## config.mk

```make
export PLATFORM = sky130hd
export DESIGN_NAME = bootrom_reader
export DESIGN_NICKNAME = d
export VERILOG_FILES = /design/src/design/tester_bus_pkg.sv /design/src/design/tester_map_pkg.sv /design/src/design/bootrom_reader.sv
export SDC_FILE = /design/constraint.sdc
export NUM_CORES = 1
export LEC_CHECK = 0
export ABC_AREA = 1
export ABC_CLOCK_PERIOD_IN_PS = 800
export BUFFER_PORTS_ARGS = -buffer_cell sky130_fd_sc_hd__buf_2
export CORE_MARGIN = 10
export CORE_UTILIZATION = 17
export CTS_CLUSTER_SIZE = 24
export DETAILED_ROUTE_END_ITERATION = 12
export PLACE_DENSITY = 0.78
export SYNTH_ARGS = -nofsm -noshare
export SYNTH_HDL_FRONTEND = slang
export SYNTH_SLANG_ARGS = --single-unit
```

## constraint.sdc

```tcl
create_clock -name clk_i -period 0.8 [get_ports clk_i]
set_input_delay 0.12 -clock clk_i [delete_from_list [all_inputs] [get_ports clk_i]]
set_output_delay 0.12 -clock clk_i [all_outputs]
set_load 0.005 [all_outputs]
```

## src/design/tester_bus_pkg.sv

```systemverilog
package tester_bus_pkg;

   // bus widths
   localparam int unsigned ADDR_W = 16;
   localparam int unsigned DATA_W = 32;
   localparam int unsigned STRB_W = DATA_W / 8;

   // byte address on the shared bus
   typedef logic [ADDR_W-1:0] addr_t;

   // one bus word
   typedef logic [DATA_W-1:0] data_t;

   // one strobe per byte lane
   typedef logic [STRB_W-1:0] strb_t;

   // requester side of an APB link
   typedef struct packed {
      addr_t paddr;
      logic  psel;
      logic  penable;
      logic  pwrite;
      data_t pwdata;
      strb_t pstrb;
   } apb_req_t;

   // completer side of an APB link
   typedef struct packed {
      data_t prdata;
      logic  pready;
      logic  pslverr;
   } apb_rsp_t;

   // arbiter sequencing of the shared bus
   typedef enum logic [1:0] {
      IDLE,
      SETUP,
      ACCESS
   } arb_state_e;

endpackage

```

## src/design/tester_map_pkg.sv

```systemverilog
package tester_map_pkg;

   // region bases on the shared bus
   localparam logic [15:0] ROM_BASE    = 16'h0000;
   localparam logic [15:0] RAM_BASE    = 16'h1000;
   localparam logic [15:0] TIMER_BASE  = 16'h2000;
   localparam logic [15:0] REGION_SIZE = 16'h1000;

   // memory depths in words
   localparam int unsigned ROM_WORDS = 1024;
   localparam int unsigned RAM_WORDS = 1024;

   // word index on the external rom port
   typedef logic [$clog2(ROM_WORDS)-1:0] rom_addr_t;

   // timer registers, ctrl bit 0 is the enable
   localparam logic [15:0] TIMER_CTRL_OFS  = 16'h0000;
   localparam logic [15:0] TIMER_COUNT_OFS = 16'h0004;

   // decoded target of a shared bus access
   typedef enum logic [1:0] {
      T_ROM,
      T_RAM,
      T_TIMER,
      T_NONE
   } target_e;

endpackage

```

## src/design/bootrom_reader.sv

```systemverilog
`timescale 1ns/1ps

module bootrom_reader
   import tester_bus_pkg::*;
   import tester_map_pkg::*;
(
   input  logic      clk_i,
   input  logic      rst_i,
   input  apb_req_t  req_i,
   output apb_rsp_t  rsp_o,
   output logic      rom_en_o,
   output rom_addr_t rom_addr_o,
   input  data_t     rom_data_i
);

   logic wait_q;
   logic rd_acc;
   logic wr_acc;

   assign rd_acc = req_i.psel && req_i.penable && !req_i.pwrite;
   assign wr_acc = req_i.psel && req_i.penable && req_i.pwrite;

   // rom answers one cycle after the enable
   always_ff @(posedge clk_i) begin
      if (rst_i) begin
         wait_q <= 1'b0;
      end else begin
         wait_q <= rd_acc && !wait_q;
      end
   end

   assign rom_en_o   = rd_acc && !wait_q;
   assign rom_addr_o = req_i.paddr[$bits(rom_addr_t)+1:2];

   assign rsp_o.prdata  = wait_q ? rom_data_i : '0;
   // read only, a write fails at once
   assign rsp_o.pready  = wait_q || wr_acc;
   assign rsp_o.pslverr = wr_acc;

endmodule

```

==> reports/summary.txt <==
Outcome = complete, but fails checks
Violations in the final reports = negative setup slack
DR iter-0 viols = 13
Die area = 4940 um2
First-pass GRT wire length = 2980 um
Syn nets = 178
Unrepaired setup endpoints after global routing = true
Synthesized area per cell = 4.84 um2
DRT Wirelength = 1810 um
Worst Setup End Kind = primary output
Worst EP arrival = 730 ps
Mapped Area = 430 um2
Worst-margin pin slew = 112 ps
Most frequent cells in the layout = buf_2 (70), inv_1 (34), nand2_1 (33)
Biggest regs = wait_q x1
Largest net degree at the start of global routing = 18
Clock latency on the worst-skew pair = 0 ps
Fin crit period = 853 ps
Fin worst setup slack = -53.0 ps
Synth Instances = 89
Seq/Total Area, Yosys = 4.65%
Biggest area consumer among synthesized cells = inv_1
Area Growth Syn to Fin = 80.2%
Critical path cell sequence = buf_6 -> nor2_4 -> nand2_2 -> inv_2 -> buf_6
Ports = 134
Cell row count = 18
Leakage Power = 0.000743 uW
ANT cells = 0
Final core occ = 31.6%
Final Skew = 0 ps
Setup CP Type = flop to primary output
Rel. slew slack = 92.5%
Worst hold path type = input pin to primary output
Vias in the first global route = 697
Final setup violating endpoints = 34
DR WL/cell = 10.1 um
Max FFs per register = 1
TritonRoute pass-1 iters = 2
Antenna violations before repair = 0
Cell mode on critical path = buf_6
Vias per cell = 3.47
Crit path largest cell delay = 350 ps
Layout Nets = 240
VDD IR max = 350 uV
Cells after DPL = 178
Crit-path max FO = 4
Fmax = 1170 MHz
Total chip power = 240 uW
Synth Warn # = 0
Initial Utilization = 17.5%
Synth top area cells = inv_1 (31%), nand2_1 (30%), buf_4 (19%)
PortBufs = 71
GRT Total Usage = 6.71%
Fin. max-slew vios = 0
Top reg by flops = wait_q
Seq cells post-synth = 1
Die H = 70.3 um
CP Launch Type = flop
Slowest-stage cell, CP = dfxtp_4
Max-cap violations = 0
Placed cell areas = 718 um2
Core area = 2450 um2
Final Non-Filler Cells = 179
WP data required = 680 ps
Cell variety after synth = 8
Final ANT Viol Nets = 0
FILL cells = 309
Commonest non-fill, non-tap cell in the layout = buf_2
Final instance area = 776 um2
RD Place Congestion = 0.659
CTS clock-pin slew for the worst setup and hold paths = 0 ps
Fin crit share = 107%
Share of layout cells above drive strength 1 = 53.7%
Detailed placement HPWL = 1670 um
Total congestion overflow = 0
Pwr dens = 310 nW/um2
Fin. Hold Viols = 0
Pre-CTS WS = -139 ps
Synth top area share = 30.5%
DRC violations left = 0
Hold buffer count at CTS = 0
Vias = 622
Die width = 70.3 um
[Yosys cell counts (all sizes together)]
| master | instances |
|---|---|
| buf | 15 |
| nor2 | 3 |
| o21bai | 1 |
| nand2 | 34 |
| dfxtp | 1 |
| inv | 35 |
[routing by layer]
layer  up-vias  part of all wire, %  track usage (%)
met5         -                    0                0
li1        338                    -                -
met2        37                   51             13.4
met1       243                   35             6.03
met3         4                   14             3.39
met4         0                 0.94            0.439
[worst paths after layout]
path,startpoint,to,slack (ps),cells after the start
max,wait_q,rom_en_o,-50,5
min,req_i[41],rom_addr_o[0],240,0
max reg2reg,wait_q,wait_q,-30,5
min reg2reg,wait_q,wait_q,720,5
[stage by stage]
stage | setup TNS, ps | hold slack, ps
floorplan | 0 | 187
global placement | -3520 | 240
detailed placement | -3760 | 240
CTS | -1460 | 240
global route | -2640 | 240
finish | -750 | 240
[power breakdown]
group	internal, uW	switching [uW]	leakage [uW]
clock network	0	0	0
logic	115	72.9	0.000734
registers	50.0	2.93	0.00000889
total	165	75.9	0.000743
[cells by family (layout without fill, tap and decap cells)]
| group | Yosys count | after routing | synth area share [%] |
|---|---|---|---|
| AO/OA/AOI/OAI | 1 | 1 | 1.74 |
| buffers and inverters | 50 | 110 | 60.2 |
| flip-flops | 1 | 1 | 4.65 |
| AND/OR/NAND/NOR | 37 | 37 | 33.4 |
[cell type report]
type	count	area [um2]	share of cell area, %
inverter	35	131	16.9
tap	30	37.5	4.84
multi-input combinational	38	159	20.5
sequential	1	23.8	3.06
timing repair buffer	75	424	54.7
[worst max-delay path, delay by kind of cell (launching register included)]
kind          cells  cell delay (ps)
buf+inv           3              250
flops             1              350
simple gates      2              140
[timing repair]
| item | in CTS | in global routing |
|---|---|---|
| setup buffers | 0 | 1 |
| pin swaps | 1 | 1 |
| gates resized for setup | 7 | 7 |
| gates cloned | 0 | 0 |
| endpoints found under the setup margin | 33 | 33 |
Power figures use the tool's default switching activity.
