### src/design/tester_bus_pkg.sv
package tester_bus_pkg;

   // bus widths
   localparam int unsigned ADDR_W = 16;
   localparam int unsigned DATA_W = 32;
   localparam int unsigned STRB_W = DATA_W / 8;

   // byte address on the shared bus
   typedef logic [ADDR_W-1:0] addr_t;

   // one bus word
   typedef logic [DATA_W-1:0] data_t;

   // one strobe per byte lane
   typedef logic [STRB_W-1:0] strb_t;

   // requester side of an APB link
   typedef struct packed {
      addr_t paddr;
      logic  psel;
      logic  penable;
      logic  pwrite;
      data_t pwdata;
      strb_t pstrb;
   } apb_req_t;

   // completer side of an APB link
   typedef struct packed {
      data_t prdata;
      logic  pready;
      logic  pslverr;
   } apb_rsp_t;

   // arbiter sequencing of the shared bus
   typedef enum logic [1:0] {
      IDLE,
      SETUP,
      ACCESS
   } arb_state_e;

endpackage

### src/design/tester_map_pkg.sv
package tester_map_pkg;

   // region bases on the shared bus
   localparam logic [15:0] ROM_BASE    = 16'h0000;
   localparam logic [15:0] RAM_BASE    = 16'h1000;
   localparam logic [15:0] TIMER_BASE  = 16'h2000;
   localparam logic [15:0] REGION_SIZE = 16'h1000;

   // memory depths in words
   localparam int unsigned ROM_WORDS = 1024;
   localparam int unsigned RAM_WORDS = 1024;

   // word index on the external rom port
   typedef logic [$clog2(ROM_WORDS)-1:0] rom_addr_t;

   // timer registers, ctrl bit 0 is the enable
   localparam logic [15:0] TIMER_CTRL_OFS  = 16'h0000;
   localparam logic [15:0] TIMER_COUNT_OFS = 16'h0004;

   // decoded target of a shared bus access
   typedef enum logic [1:0] {
      T_ROM,
      T_RAM,
      T_TIMER,
      T_NONE
   } target_e;

endpackage

### src/design/timer.sv
`timescale 1ns/1ps

module timer
   import tester_bus_pkg::*;
   import tester_map_pkg::*;
(
   input  logic     clk_i,
   input  logic     rst_i,
   input  apb_req_t req_i,
   output apb_rsp_t rsp_o
);

   logic  enable_q;
   data_t count_q;
   logic  acc;
   logic  wr_en;
   logic  sel_ctrl;
   logic  sel_count;

   assign acc   = req_i.psel && req_i.penable;
   assign wr_en = acc && req_i.pwrite;

   // register select, the split only lets these two through
   assign sel_ctrl  = (req_i.paddr[3:2] == TIMER_CTRL_OFS[3:2]);
   assign sel_count = (req_i.paddr[3:2] == TIMER_COUNT_OFS[3:2]);

   always_ff @(posedge clk_i) begin
      if (rst_i) begin
         enable_q <= 1'b0;
         count_q  <= '0;
      end else begin
         if (wr_en && sel_ctrl) begin
            enable_q <= req_i.pwdata[0];
         end
         // a load wins over the increment
         if (wr_en && sel_count) begin
            count_q <= req_i.pwdata;
         end else if (enable_q) begin
            count_q <= count_q + 1'b1;
         end
      end
   end

   always_comb begin
      rsp_o.prdata  = '0;
      rsp_o.pready  = acc;
      rsp_o.pslverr = 1'b0;
      if (acc && !req_i.pwrite) begin
         if (sel_count) begin
            rsp_o.prdata = count_q;
         end else begin
            rsp_o.prdata = {{($bits(data_t)-1){1'b0}}, enable_q};
         end
      end
   end

endmodule

### config.mk
export PLATFORM = sky130hd
export DESIGN_NAME = timer
export DESIGN_NICKNAME = d
export VERILOG_FILES = /design/src/design/tester_bus_pkg.sv /design/src/design/tester_map_pkg.sv /design/src/design/timer.sv
export SDC_FILE = /design/constraint.sdc
export NUM_CORES = 1
export LEC_CHECK = 0
export ABC_AREA = 1
export BUFFER_PORTS_ARGS = -buffer_cell sky130_fd_sc_hd__buf_2
export CAP_MARGIN = 0
export CORE_UTILIZATION = 35
export DETAILED_ROUTE_END_ITERATION = 6
export HOLD_SLACK_MARGIN = 0.03
export SYNTH_ARGS = -nofsm -noshare
export SYNTH_HDL_FRONTEND = slang
export SYNTH_SLANG_ARGS = --single-unit
### constraint.sdc
create_clock -name clk_i -period 2.7 [get_ports clk_i]
set_input_delay 0.135 -clock clk_i [delete_from_list [all_inputs] [get_ports clk_i]]
set_output_delay 0.135 -clock clk_i [all_outputs]
set_load 0.02 [all_outputs]
==> metrics <==
outcome=finished, final reports clean; Total GRT Usage=0.2197; I/O Buffers=71; pwr/cell area=299.3 mW/mm^2; Max Freq=580.7 MHz; starting density of the core=0.3629; fin crit share=0.6378; share of cells above drive strength 1=0.2131; # H-tree levels=2; Main synth FF type=dfxtp_1; Hold Fails Final Rpt=0; max incr delay on CP=0.58 ns; Reg clk slew, reported paths=0.07 ns; Post-synth ARST share=0; Final Skew=0.006691 ns; final std cell area, no fill=0.003333 mm^2; Max-cap violations=0; Top Ports=91; CP max-delay cell=inv_1; hold_sp=req_i[4]; Final min period=1.722 ns; RD Place Congestion=0.8777; share of the synthesized area in the top cell type=0.2344; crit path launch type=input pin; switching portion of total power=0.2681; Worst R2R Start=count_q[0]; hpwl dp=6600 um; DRC violations left=0; post-synthesis register bit count=33; RSZ-0062 raised after global routing=no; DRT Wirelength=8785 um; Net Count, Synth=545; area post-placement=0.003247 mm^2; Slew Viols, Final=0; Power Internal=0.0007302 W; post-CTS setup buffer count=0; Inserted Clock Buffers=5; Syn Area/Cell=5.788 um^2; chip height=91.75 um; Buf+Inv Stages, Crit Path=4; clk sinks=33; vias per inst=5.058; first-pass GRT wire length=14680 um; routed via count=3293; setup TNS=0 ns; Worst Hold Class=input pin to register; global route overflow=0; largest area contributor in the synthesized netlist=dfxtp_1; commonest cells after routing, fill and taps aside=nand2_1 (149), buf_2 (71), inv_1 (65), nand3_1 (48), nor2_1 (47); Reg2Reg Depth=10; WP data arrival=1.94 ns; Hold Path End=enable_q; EDFF count, synth=0; commonest non-fill, non-tap cell in the layout=nand2_1; n_diodes=0; WL/cell=13.49 um; pin count of the biggest net entering global routing=44; Setup Viol. Count Final=0; endpoint type of the worst setup path=register; Leak Pwr=1.514 nW; Hold Path Depth=3; sequential share of power=0.499; CP Class=input pin to register; Worst Tran Pin Value=0.7649 ns; post-CTS sizing=0; antenna violations before repair=0; Area contributors post-synth=dfxtp_1 (23%), nand2_1 (20%), inv_1 (8.7%); Power, Total=0.0009977 W; Crit Path Max Fanout=23; worst-path cell chain=buf_2, inv_1, nand2_1, nor2_1, nor2_1, inv_1, o21ai_0, inv_1, nand2_1, a21oi_2; Post-Syn Area=0.002819 mm^2; post-synthesis sequential area ratio=0.2344; Die X=91.75 um; Clk pwr share=0.398; DR iter-0 viols=159; clk_lat worst skew=0.29 ns; reg2reg end=count_q[28]; CTS tree=built; Pre-Repair DR Iteration Count=4; CP top delay family=buffers and inverters; Max Root-Sink Buffers=2; most used cell, CP=inv_1; Post-DRT Antenna Nets=0; area of the die=0.008417 mm^2; Mapped Cells=487; Hold Buf Count CTS=0; vias in the first global route=3061; nets=607; yosys warns=0; Core Area=0.007767 mm^2; Logic pwr share=0.103; net switching power=0.0002675 W; clock root buffer=clkbuf_8; worst endpoint required time=2.92 ns; Netlist cell types=34; worst reg-to-reg setup slack=0.99 ns; worst vdd ir=0.0001536 V; Layout area overhead=18.24%; row cnt=32; relative slew slack=0.4895
cells by family (layout without fill, tap and decap cells):
logic type               count (synthesis)  in the layout  share of synthesized area
adder cells (fa/ha/maj)                  1              1                   0.004438
buffers and inverters                   93            155                     0.1327
XOR/XNOR                                 1              1                   0.003108
AND/OR/NAND/NOR                        302            302                     0.5029
AO/OA/AOI/OAI                           56             56                     0.1212
flip-flops                              33             33                     0.2344
other                                    1              1                   0.001330
Yosys cell counts, types with 6 or more instances:
master / n
nand2_1: 149
inv_1: 65
nand3_1: 48
nor2_1: 47
dfxtp_1: 33
nor3_1: 30
o21ai_0: 19
a21oi_1: 10
clkbuf_1: 10
a21oi_2: 8
buf_2: 8
a31oi_1: 6
o211ai_1: 6
metrics by stage:
stage          utilization  setup slack, ns  std cells  hold slack (ns)
6_report            0.4291           0.9780        651          0.09455
5_1_grt             0.4291           0.7096        651           0.1232
4_1_cts             0.4291           0.9714        651          0.08913
3_5_place_dp        0.4180           0.6741        644           0.4004
3_3_place_gp        0.4180           0.7360        644           0.3906
2_1_floorplan            -            1.203        487           0.2643
flip-flops by register name (all words and copies together), names as in the netlist:
name	count
count_q	32
enable_q	1
layout make-up:
| type | count | area, um^2 |
|---|---|---|
| clock buffers | 7 | 86.33 |
| fillers | 887 | 4434 |
| inverters | 69 | 259.0 |
| multi-input cells | 361 | 1784 |
| flip-flops and latches | 33 | 660.6 |
| well taps | 102 | 127.6 |
| repair buffers | 79 | 415.4 |
power groups by stage:
| stage | logic [W] | registers, W | clock network (W) |
|---|---|---|---|
| 6_report | 0.000103 | 0.000498 | 0.000397 |
| 5_1_grt | 0.000116 | 0.000498 | 0.000419 |
| 4_1_cts | 0.000104 | 0.000498 | 0.000408 |
| 3_5_place_dp | 0.000103 | 0.000509 | 0 |
| 3_3_place_gp | 0.000102 | 0.000509 | 0 |
| 2_1_floorplan | 0.0000593 | 0.000507 | 0 |
tightest hold or removal path, stage by stage:
cell	delay, ns
buf_2	0.11
inv_1	0.04
a21oi_1	0.05
per-layer routing:
layer | global-route usage | wire length (um) | up-vias
met5 | 0 | 0 | -
met3 | 0.02902 | 420 | 7
met4 | 0.06250 | 109 | 0
li1 | - | - | 1676
met1 | 0.2960 | 4221 | 1517
met2 | 0.3659 | 4034 | 93
worst max path at each step:
stage                              to  slack (ns)       start  depth (start not counted)
after floorplan           count_q[24]        1.20  count_q[0]                         10
after global placement    count_q[20]        0.74   req_i[42]                         10
after detailed placement  count_q[20]        0.67   req_i[42]                         10
after CTS                 count_q[20]        0.97   req_i[42]                         10
after global routing      count_q[31]        0.71   req_i[42]                         10
final                     count_q[20]        0.98   req_i[42]                         10
No activity file was read; power rests on OpenSTA's default activity.
