===== src/design/tester_bus_pkg.sv =====
package tester_bus_pkg;

   // bus widths
   localparam int unsigned ADDR_W = 16;
   localparam int unsigned DATA_W = 32;
   localparam int unsigned STRB_W = DATA_W / 8;

   // byte address on the shared bus
   typedef logic [ADDR_W-1:0] addr_t;

   // one bus word
   typedef logic [DATA_W-1:0] data_t;

   // one strobe per byte lane
   typedef logic [STRB_W-1:0] strb_t;

   // requester side of an APB link
   typedef struct packed {
      addr_t paddr;
      logic  psel;
      logic  penable;
      logic  pwrite;
      data_t pwdata;
      strb_t pstrb;
   } apb_req_t;

   // completer side of an APB link
   typedef struct packed {
      data_t prdata;
      logic  pready;
      logic  pslverr;
   } apb_rsp_t;

   // arbiter sequencing of the shared bus
   typedef enum logic [1:0] {
      IDLE,
      SETUP,
      ACCESS
   } arb_state_e;

endpackage


===== src/design/tester_map_pkg.sv =====
package tester_map_pkg;

   // region bases on the shared bus
   localparam logic [15:0] ROM_BASE    = 16'h0000;
   localparam logic [15:0] RAM_BASE    = 16'h1000;
   localparam logic [15:0] TIMER_BASE  = 16'h2000;
   localparam logic [15:0] REGION_SIZE = 16'h1000;

   // memory depths in words
   localparam int unsigned ROM_WORDS = 1024;
   localparam int unsigned RAM_WORDS = 1024;

   // word index on the external rom port
   typedef logic [$clog2(ROM_WORDS)-1:0] rom_addr_t;

   // timer registers, ctrl bit 0 is the enable
   localparam logic [15:0] TIMER_CTRL_OFS  = 16'h0000;
   localparam logic [15:0] TIMER_COUNT_OFS = 16'h0004;

   // decoded target of a shared bus access
   typedef enum logic [1:0] {
      T_ROM,
      T_RAM,
      T_TIMER,
      T_NONE
   } target_e;

endpackage


===== src/design/periph_split.sv =====
`timescale 1ns/1ps

module periph_split
   import tester_bus_pkg::*;
   import tester_map_pkg::*;
(
   input  apb_req_t bus_req_i,
   output apb_rsp_t bus_rsp_o,
   output apb_req_t rom_req_o,
   input  apb_rsp_t rom_rsp_i,
   output apb_req_t ram_req_o,
   input  apb_rsp_t ram_rsp_i,
   output apb_req_t tmr_req_o,
   input  apb_rsp_t tmr_rsp_i
);

   target_e target;
   addr_t   rom_ofs;
   addr_t   ram_ofs;
   addr_t   tmr_ofs;
   logic    acc;

   // offsets wrap below the base, so one compare covers the range
   assign rom_ofs = bus_req_i.paddr - ROM_BASE;
   assign ram_ofs = bus_req_i.paddr - RAM_BASE;
   assign tmr_ofs = bus_req_i.paddr - TIMER_BASE;
   assign acc     = bus_req_i.psel && bus_req_i.penable;

   always_comb begin
      if (rom_ofs < REGION_SIZE) begin
         target = T_ROM;
      end else if (ram_ofs < REGION_SIZE) begin
         target = T_RAM;
      end else if (tmr_ofs[15:2] == TIMER_CTRL_OFS[15:2] ||
                   tmr_ofs[15:2] == TIMER_COUNT_OFS[15:2]) begin
         target = T_TIMER;
      end else begin
         target = T_NONE;
      end
   end

   always_comb begin
      rom_req_o      = bus_req_i;
      ram_req_o      = bus_req_i;
      tmr_req_o      = bus_req_i;
      rom_req_o.psel = bus_req_i.psel && (target == T_ROM);
      ram_req_o.psel = bus_req_i.psel && (target == T_RAM);
      tmr_req_o.psel = bus_req_i.psel && (target == T_TIMER);
   end

   always_comb begin
      case (target)
         T_ROM:   bus_rsp_o = rom_rsp_i;
         T_RAM:   bus_rsp_o = ram_rsp_i;
         T_TIMER: bus_rsp_o = tmr_rsp_i;
         default: begin
            // unmapped, answered here with an error
            bus_rsp_o.prdata  = '0;
            bus_rsp_o.pready  = acc;
            bus_rsp_o.pslverr = acc;
         end
      endcase
   end

endmodule


===== config.mk =====
export PLATFORM = sky130hd
export DESIGN_NAME = periph_split
export DESIGN_NICKNAME = d
export VERILOG_FILES = /design/src/design/tester_bus_pkg.sv /design/src/design/tester_map_pkg.sv /design/src/design/periph_split.sv
export SDC_FILE = /design/constraint.sdc
export NUM_CORES = 1
export LEC_CHECK = 0
export ABC_CLOCK_PERIOD_IN_PS = 1800
export CORE_AREA = 4 4 134 136
export DETAILED_ROUTE_END_ITERATION = 8
export DIE_AREA = 0 0 138 140
export DONT_BUFFER_PORTS = 1
export PLACE_DENSITY = 0.34
export SLEW_MARGIN = 15
export SYNTH_ARGS = -nofsm -noshare
export SYNTH_HDL_FRONTEND = slang
export SYNTH_SLANG_ARGS = --single-unit

===== constraint.sdc =====
create_clock -name vclk -period 1.8
set_input_delay 0.18 -clock vclk [all_inputs]
set_output_delay 0.18 -clock vclk [all_outputs]
set_load 0.1 [all_outputs]

==> results.tsv <==
metric	value	unit
largest net degree at the start of global routing	28	
CP required	1.62	ns
Unique masters post-synth	26	
# port buffers	0	
Critical Path Start Type	input pin	
min-delay worst type	in2out	
Chip Width	138	um
RSZ-0062 raised after global routing	true	
ANT nets after route	0	
post-placement setup slack	-0.152	ns
Syn-to-layout area delta	-7.35	%
Post-CTS Hold Buffers	0	
seq_cells	0	
kind of critical path	in2out	
Initial Util	12.2	%
final worst slack	-0.0478	ns
Via-to-Cell Ratio	3.26	
setup TNS	-0.924	ns
Worst EP arrival	1.67	ns
DR WL/cell	19.9	um
Total GRT Usage	5.75	%
Final Hold Fails	0	
fin cells	346	
crit path max fanout	10	
initial antenna violation count	0	
number of setup violations in the final report	34	
P per Cell Area	273	nW/um2
synthesized area per cell	7.78	um2
# rows	48	
number of remaining DRC errors	0	
cells after synthesis	265	
WHS Endpoint	rom_req_o[8]	
part of the cycle the worst path needs	103	%
Slew Viols, Final	0	
GP Congestion	0.717	
ANT cells	0	
DPL Wire Length	4.85	mm
CLK BUF	0	
share of post-route cells with drive strength above 1	68.6	%
first-pass GRT wire length	8.88	mm
final worst path period need	1.85	ns
number of global-route vias before repair	1292	
Pwr Total	0.521	mW
failing checks	negative setup slack	
die height	140	um
hold path cells	0	
Worst-Margin Slew	0.364	ns
critical hold path startpoint	bus_req_i[8]	
DRT iter0 DRCs	27	
First-pass DRT Iterations	4	
leakage power total	0.704	nW
core area	16900	um2
syn nets	424	
Worst slew margin	75.7	%
Final nets	282	
outcome	complete, but fails checks	
Max Cap Viol	0	
Placed Instances	335	
FF/Latch Area	0	um2
total die area	19300	um2
Cell Area, Synth	2060	um2
Setup crit end kind	output pin	
number of fill cells	1938	
Achievable Freq	541	MHz
I/O pins	356	
VDD IR max	0.117	mV
Total Routed Length	6.89	mm
Syn. warnings	0	
Seq/Total Area, Yosys	0	%
vias	1128	
global route overflow	0	
## worst max-delay path: stages
cell,delay (ns)
inv_12,0.02
ha_4,0.24
nor4b_4,0.20
and4_4,0.30
buf_6,0.15
buf_12,0.14
a22o_1,0.16
a21o_4,0.28
## stage by stage
stage,util [%],area (um2),hold slack [ns]
floorplan,-,2370,0.572
global placement,9.54,1620,0.361
detailed placement,9.54,1620,0.361
CTS,10.4,1760,0.361
global route,11.3,1910,0.360
finish,11.3,1910,0.360
## metal layers
layer | part of all wire, % | track usage [%] | vias to the layer above
met1 | 29 | 4.94 | 490
met5 | 0 | 0 | -
met3 | 10 | 2.08 | 42
met4 | 6.6 | 3.43 | 0
li1 | - | - | 463
met2 | 54 | 11.3 | 133
## cells in the mapped netlist
library cell | instances | area share (%)
clkbuf_1 | 1 | 0.18
a21o_1 | 32 | 12
nor4_1 | 1 | 0.30
o31ai_1 | 1 | 0.36
nor3_4 | 1 | 0.79
nor4b_1 | 1 | 0.43
nand4_1 | 1 | 0.30
o211ai_1 | 1 | 0.36
inv_1 | 2 | 0.36
and2_1 | 4 | 1.2
clkbuf_4 | 2 | 0.73
nor3b_1 | 1 | 0.36
ha_1 | 2 | 1.2
buf_4 | 166 | 60
a22oi_1 | 3 | 1.1
inv_2 | 1 | 0.18
a22o_1 | 32 | 14
nor4b_2 | 1 | 0.73
nand3b_1 | 1 | 0.36
nor3_1 | 2 | 0.49
buf_6 | 4 | 2.2
nor4_2 | 1 | 0.61
and4_1 | 1 | 0.43
mux2i_2 | 1 | 0.67
mux2i_1 | 1 | 0.49
xnor2_1 | 1 | 0.43
## cells by family after synthesis
| family | Yosys count | synth area share [%] |
|---|---|---|
| buf+inv | 176 | 64.1 |
| xor+xnor | 1 | 0.425 |
| compound gates | 69 | 27.1 |
| mux | 2 | 1.15 |
| simple gates | 15 | 6.01 |
| fa+ha+maj | 2 | 1.21 |
## timing repair
| action | CTS | global route |
|---|---|---|
| pin swaps | 28 | 13 |
| setup buffers | 5 | 0 |
| cloned | 2 | 5 |
| endpoints found under the setup margin | 36 | 36 |
| resized for setup | 14 | 7 |
## how the worst max path moves through the flow
| stage | slack (ns) | startpoint | to |
|---|---|---|---|
| 2_1_floorplan | -0.43 | bus_req_i[52] | bus_rsp_o[0] |
| 3_3_place_gp | -0.13 | bus_req_i[52] | bus_rsp_o[18] |
| 3_5_place_dp | -0.15 | bus_req_i[52] | bus_rsp_o[18] |
| 4_1_cts | -0.06 | bus_req_i[52] | bus_rsp_o[2] |
| 5_1_grt | -0.11 | bus_req_i[52] | bus_rsp_o[19] |
| 6_report | -0.05 | bus_req_i[52] | bus_rsp_o[19] |
## where the power goes
| group | total, mW | switching (mW) | internal [mW] |
|---|---|---|---|
| Combinational | 0.521 | 0.362 | 0.159 |
| Clock | 0 | 0 | 0 |
| Sequential | 0 | 0 | 0 |
| Total | 0.521 | 0.362 | 0.159 |
## final cells by class
class                           instances  area, um2  area share [%]
Tap cell                              225        282            14.7
Inverter                                3       31.3            1.64
Timing Repair Buffer                   29        488            25.6
Multi-Input combinational cell         89       1110            58.1
## cells in the final DEF, fill, tap and decap left out, types with 2 or more instances in the layout
cell type / netlist / layout
a22o_1: 32 / 30
a22o_4: 0 / 2
mux2i_4: 0 / 2
buf_16: 0 / 2
a22oi_2: 0 / 2
buf_12: 0 / 11
buf_4: 166 / 7
and2_4: 0 / 2
clkbuf_16: 0 / 4
nor3_4: 1 / 2
buf_6: 4 / 4
a21o_4: 0 / 32
No activity file was read; power rests on OpenSTA's default activity.
