**src/design/tester_bus_pkg.sv**
```systemverilog
package tester_bus_pkg;

   // bus widths
   localparam int unsigned ADDR_W = 16;
   localparam int unsigned DATA_W = 32;
   localparam int unsigned STRB_W = DATA_W / 8;

   // byte address on the shared bus
   typedef logic [ADDR_W-1:0] addr_t;

   // one bus word
   typedef logic [DATA_W-1:0] data_t;

   // one strobe per byte lane
   typedef logic [STRB_W-1:0] strb_t;

   // requester side of an APB link
   typedef struct packed {
      addr_t paddr;
      logic  psel;
      logic  penable;
      logic  pwrite;
      data_t pwdata;
      strb_t pstrb;
   } apb_req_t;

   // completer side of an APB link
   typedef struct packed {
      data_t prdata;
      logic  pready;
      logic  pslverr;
   } apb_rsp_t;

   // arbiter sequencing of the shared bus
   typedef enum logic [1:0] {
      IDLE,
      SETUP,
      ACCESS
   } arb_state_e;

endpackage

```
**src/design/bus_arbiter.sv**
```systemverilog
`timescale 1ns/1ps

module bus_arbiter
   import tester_bus_pkg::*;
(
   input  logic     clk_i,
   input  logic     rst_i,
   input  apb_req_t ibus_req_i,
   input  apb_req_t dbus_req_i,
   output apb_rsp_t ibus_rsp_o,
   output apb_rsp_t dbus_rsp_o,
   output apb_req_t bus_req_o,
   input  apb_rsp_t bus_rsp_i
);

   arb_state_e state_q;
   // bit 0 ibus, bit 1 dbus, zero while idle
   logic [1:0] grant_q;
   logic       last_dbus_q;
   logic       pick_dbus;

   // on a tie the port served last yields
   assign pick_dbus = dbus_req_i.psel && (!ibus_req_i.psel || !last_dbus_q);

   always_ff @(posedge clk_i) begin
      if (rst_i) begin
         state_q     <= IDLE;
         grant_q     <= 2'b00;
         // makes ibus win the first tie
         last_dbus_q <= 1'b1;
      end else begin
         case (state_q)
            IDLE: begin
               if (ibus_req_i.psel || dbus_req_i.psel) begin
                  state_q <= SETUP;
                  grant_q <= {pick_dbus, !pick_dbus};
               end
            end
            SETUP: begin
               state_q <= ACCESS;
            end
            ACCESS: begin
               if (bus_rsp_i.pready) begin
                  state_q     <= IDLE;
                  grant_q     <= 2'b00;
                  last_dbus_q <= grant_q[1];
               end
            end
            default: begin
               state_q <= IDLE;
               grant_q <= 2'b00;
            end
         endcase
      end
   end

   // replay the granted request, phases follow our own state
   always_comb begin
      bus_req_o = grant_q[1] ? dbus_req_i : ibus_req_i;
      if (!grant_q[1]) begin
         // ibus is fetch only
         bus_req_o.pwrite = 1'b0;
      end
      bus_req_o.psel    = (state_q != IDLE);
      bus_req_o.penable = (state_q == ACCESS);
   end

   // the waiting port sees nothing, so its transfer stalls
   always_comb begin
      ibus_rsp_o = '0;
      dbus_rsp_o = '0;
      if (state_q == ACCESS) begin
         if (grant_q[1]) begin
            dbus_rsp_o = bus_rsp_i;
         end
         if (grant_q[0]) begin
            ibus_rsp_o = bus_rsp_i;
         end
      end
   end

endmodule

```
**config.mk**
```make
export PLATFORM = sky130hd
export DESIGN_NAME = bus_arbiter
export DESIGN_NICKNAME = d
export VERILOG_FILES = /design/src/design/tester_bus_pkg.sv /design/src/design/bus_arbiter.sv
export SDC_FILE = /design/constraint.sdc
export NUM_CORES = 1
export LEC_CHECK = 0
export ABC_AREA = 0
export BUFFER_PORTS_ARGS = -buffer_cell sky130_fd_sc_hd__buf_4
export CAP_MARGIN = 20
export CORE_AREA = 4 4 102 104
export DETAILED_ROUTE_END_ITERATION = 12
export DIE_AREA = 0 0 106 108
export HOLD_SLACK_MARGIN = 0.12
export PLACE_DENSITY = 0.62
export SYNTH_ARGS = -nofsm -noshare
export SYNTH_HDL_FRONTEND = slang
export SYNTH_SLANG_ARGS = --single-unit
```
**constraint.sdc**
```tcl
create_clock -name clk_i -period 1.09 [get_ports clk_i]
set_input_delay 0.1635 -clock clk_i [delete_from_list [all_inputs] [get_ports clk_i]]
set_output_delay 0.1635 -clock clk_i [all_outputs]
set_load 0.005 [all_outputs]
```
==> run_results.csv <==
group,metric,value,unit
detailed_routing,drt_wl_total,9.81,mm
synthesis,syn_avg_cell_area,8.00,um2
placed_design,pre_cts_ws,-0.156,ns
synthesis,ys_seq_area_frac,0.0754,
layout,fin_cells,581,
grt,grt_overflow,0,
synthesis,syn_nets,312,
grt,antenna_found_initial,0,
sta,worst_pin_slew,0.291,ns
placed_design,place.port_buffers,265,
worst_setup_path,crit_start,"state_q[1]",
sta,max_freq,674,MHz
sta,rsz0062_at_grt,"yes",
sta,hold_slack,0.162,ns
grt,grt_pass1_wl,12.4,mm
grt,grt_start_max_net_pins,37,
synthesis,yosys.cell_types.count,18,
detailed_routing,drc,0,
layout,final_nets,595,
worst_setup_path,r2r_cells,6,
placed_design,gp_congestion,0.969,
run_status,status,"complete, but fails checks",
cts,cts_sinks,5,
synthesis,ys.warnings.count,0,
sta,slew_headroom,0.805,
floorplan,start_util,0.139,
flow_run,maxCapViolations,0,
cts,worstSkewPairLatency,0.22,ns
worst_setup_path,cp-end-kind,"output port",
placed_design,placed_cells,555,
floorplan,ioPinCount,269,
detailed_routing,wl_met1,3.62,mm
synthesis,synthCells,166,
worst_setup_path,path_max_fanout,8,
power,power_per_cell_area,518,nW/um2
cts,cts_buffer_depth,2,
sta,layout_setup_ws,-0.394,ns
run_status,violations,"setup timing",
sta,hold_viol_final,0,
detailed_routing,drt-pass1-iter-count,5,
layout,fillers,959,
detailed_routing,drt_iter0_drc,87,
worst_setup_path,crit_buf_inv,3,
grt,grt_util_all_layers,0.132,
cts,path_clk_slew,0.04,ns
cts,ctsHoldBuffers,0,
worst_setup_path,cp_slowest_cell,"dfxtp_2",
power,comb_power_share,0.737,
power,ir_worst_vdd,0.000288,V
worst_setup_path,crit_path_cell_trace,"nor2b_4 > buf_8 > clkbuf_16 > and3_4 > buf_6",
worst_setup_path,cp_top_family,"buffers and inverters",
worst_setup_path,rrSetupSlack,-0.17,ns
sta,finClkSkew,0.000847,ns
detailed_routing,antenna_left,0,
cts,cts-root-buf,"clkbuf_8",
sta,min_period_over_period,1.36,
power,power,2.17,mW
worst_setup_path,required,0.93,ns
power,netSwitchingPower,0.663,mW
placed_design,post_dp_cell_area,3510,um2
detailed_routing,wl_met2,5.40,mm
worst_setup_path,worst_setup_path_start_kind,"register",
power,leakage,2.29,nW
worst_setup_path,crit_end,"dbus_rsp_o[31]",
floorplan,placementRows,36,
layout,area_delta_synth_final,215,%
detailed_routing,via_per_inst,4.30,
worst_setup_path,r2r_start,"state_q[1]",
grt,grt_pass1_vias,2490,
floorplan,coreArea,9550,um2
sta,layout_min_cycle_time,1.48,ns
sta,setup_violations,127,
layout,final_layout_size_suffix_gt1_frac,0.848,
synthesis,syn-cell-area,1330,um2
power,seqPwrFrac,0.102,
detailed_routing,maxUsedRoutingLayer,"met4",
power,switching_share,0.306,
floorplan,die_area,11400,um2
floorplan,die_w,106,um
detailed_routing,wl_met3,639,um
worst_setup_path,cp.depth,5,
cts,cts_tree,"built",
worst_setup_path,rr_endpoint,"grant_q[0]",
cts,cts_made_buffers,3,
detailed_routing,routedWlPerCell,16.9,um
worst_setup_path,path_class,"reg2out",
power,internal_power,1.50,mW
floorplan,die_h,108,um
min_path,min_path_type,"in2reg",
layout,diodes,0,
cts,htreeDepth,1,
placed_design,dpl.hpwl,6.82,mm
worst_setup_path,arrival,1.32,ns
power,pwr-share-clk,0.161,
worst_setup_path,cp_slowest_stage_delay,0.33,ns
layout,design_area,4180,um2
sta,finalMaxSlewViolations,0,
synthesis,ys_seq_elements,5,
detailed_routing,route.vias.total,2500,
[cell families (layout without fill, tap and decap cells)]
| logic type | after synthesis | after routing | synth area share |
|---|---|---|---|
| buffers and inverters | 20 | 302 | 0.0707 |
| AND/OR/NAND/NOR | 83 | 83 | 0.384 |
| AO/OA/AOI/OAI | 5 | 5 | 0.0217 |
| multiplexers | 53 | 53 | 0.449 |
| flip-flops | 5 | 5 | 0.0754 |
[stage by stage]
stage / utilization / TNS [ns]
floorplan: - / -1.96
global placement: 0.368 / -12.84
detailed placement: 0.368 / -14.40
CTS: 0.390 / -41.80
global route: 0.438 / -50.04
finish: 0.438 / -43.94
[registers in the layout, summed over array words and instances (netlist names)]
signal	flops
state_q	2
grant_q	2
last_dbus_q	1
[worst min path at each step]
stage,to,from,slack (ns),cells after the start
3_5_place_dp,state_q[1],rst_i,0.37,2
5_1_grt,state_q[0],rst_i,0.16,2
3_3_place_gp,state_q[1],rst_i,0.37,2
6_report,state_q[0],rst_i,0.16,2
4_1_cts,state_q[1],rst_i,0.14,2
2_1_floorplan,state_q[1],rst_i,0.23,1
[timing repair]
action                     CTS  global route
setup endpoints to repair  126           127
pin swaps                    2            19
setup buffers                5             6
cloned                       3             8
resized for setup           20            64
[power groups by stage]
stage	combinational, mW	sequential, mW	clock [mW]
after detailed placement	1.23	0.223	0
after floorplan	0.424	0.217	0
final	1.60	0.220	0.349
after CTS	1.36	0.218	0.362
after global placement	1.22	0.222	0
after global routing	1.70	0.222	0.376
[per-layer routing]
layer,global-route usage,vias up
met5,0,-
met4,0.0231,0
met3,0.0179,11
met2,0.261,127
met1,0.151,1183
li1,-,1179
[cell usage in the layout (no fill, tap or decap), types with 2 or more instances in the layout]
cell / Yosys / final
buf_4: 0 / 249
nand2_1: 2 / 2
o21ai_2: 0 / 2
buf_16: 0 / 3
dfxtp_4: 0 / 2
and3_1: 68 / 53
mux2_2: 52 / 44
buf_8: 0 / 4
clkbuf_8: 0 / 3
and3_4: 0 / 15
dfxtp_1: 5 / 2
nand2b_1: 3 / 3
nor2_1: 3 / 3
buf_12: 0 / 4
clkbuf_16: 0 / 4
buf_6: 1 / 34
mux2_4: 0 / 8
[Yosys cell counts]
library cell	instances	area, um2
nor2_1	3	11.3
a211o_1	1	8.76
buf_2	8	40.0
mux2i_1	1	10.0
o21ai_0	4	20.0
clkbuf_2	1	5.00
or2_2	1	6.26
nor2b_4	1	13.8
and3_1	68	425
dfxtp_1	5	100
nand2b_1	3	18.8
buf_6	1	11.3
mux2_2	52	586
nand3_1	2	10.0
nor3_1	2	10.0
and2_1	1	6.26
nand2_1	2	7.51
clkbuf_1	10	37.5
[cell type report]
cell class	count	area [um2]	area share
clock buffer	4	45.0	0.0108
multi-input combinational	141	1280	0.307
sequential	5	109	0.0260
tap	133	166	0.0398
timing repair buffer	298	2570	0.616
Power figures use the tool's default switching activity.
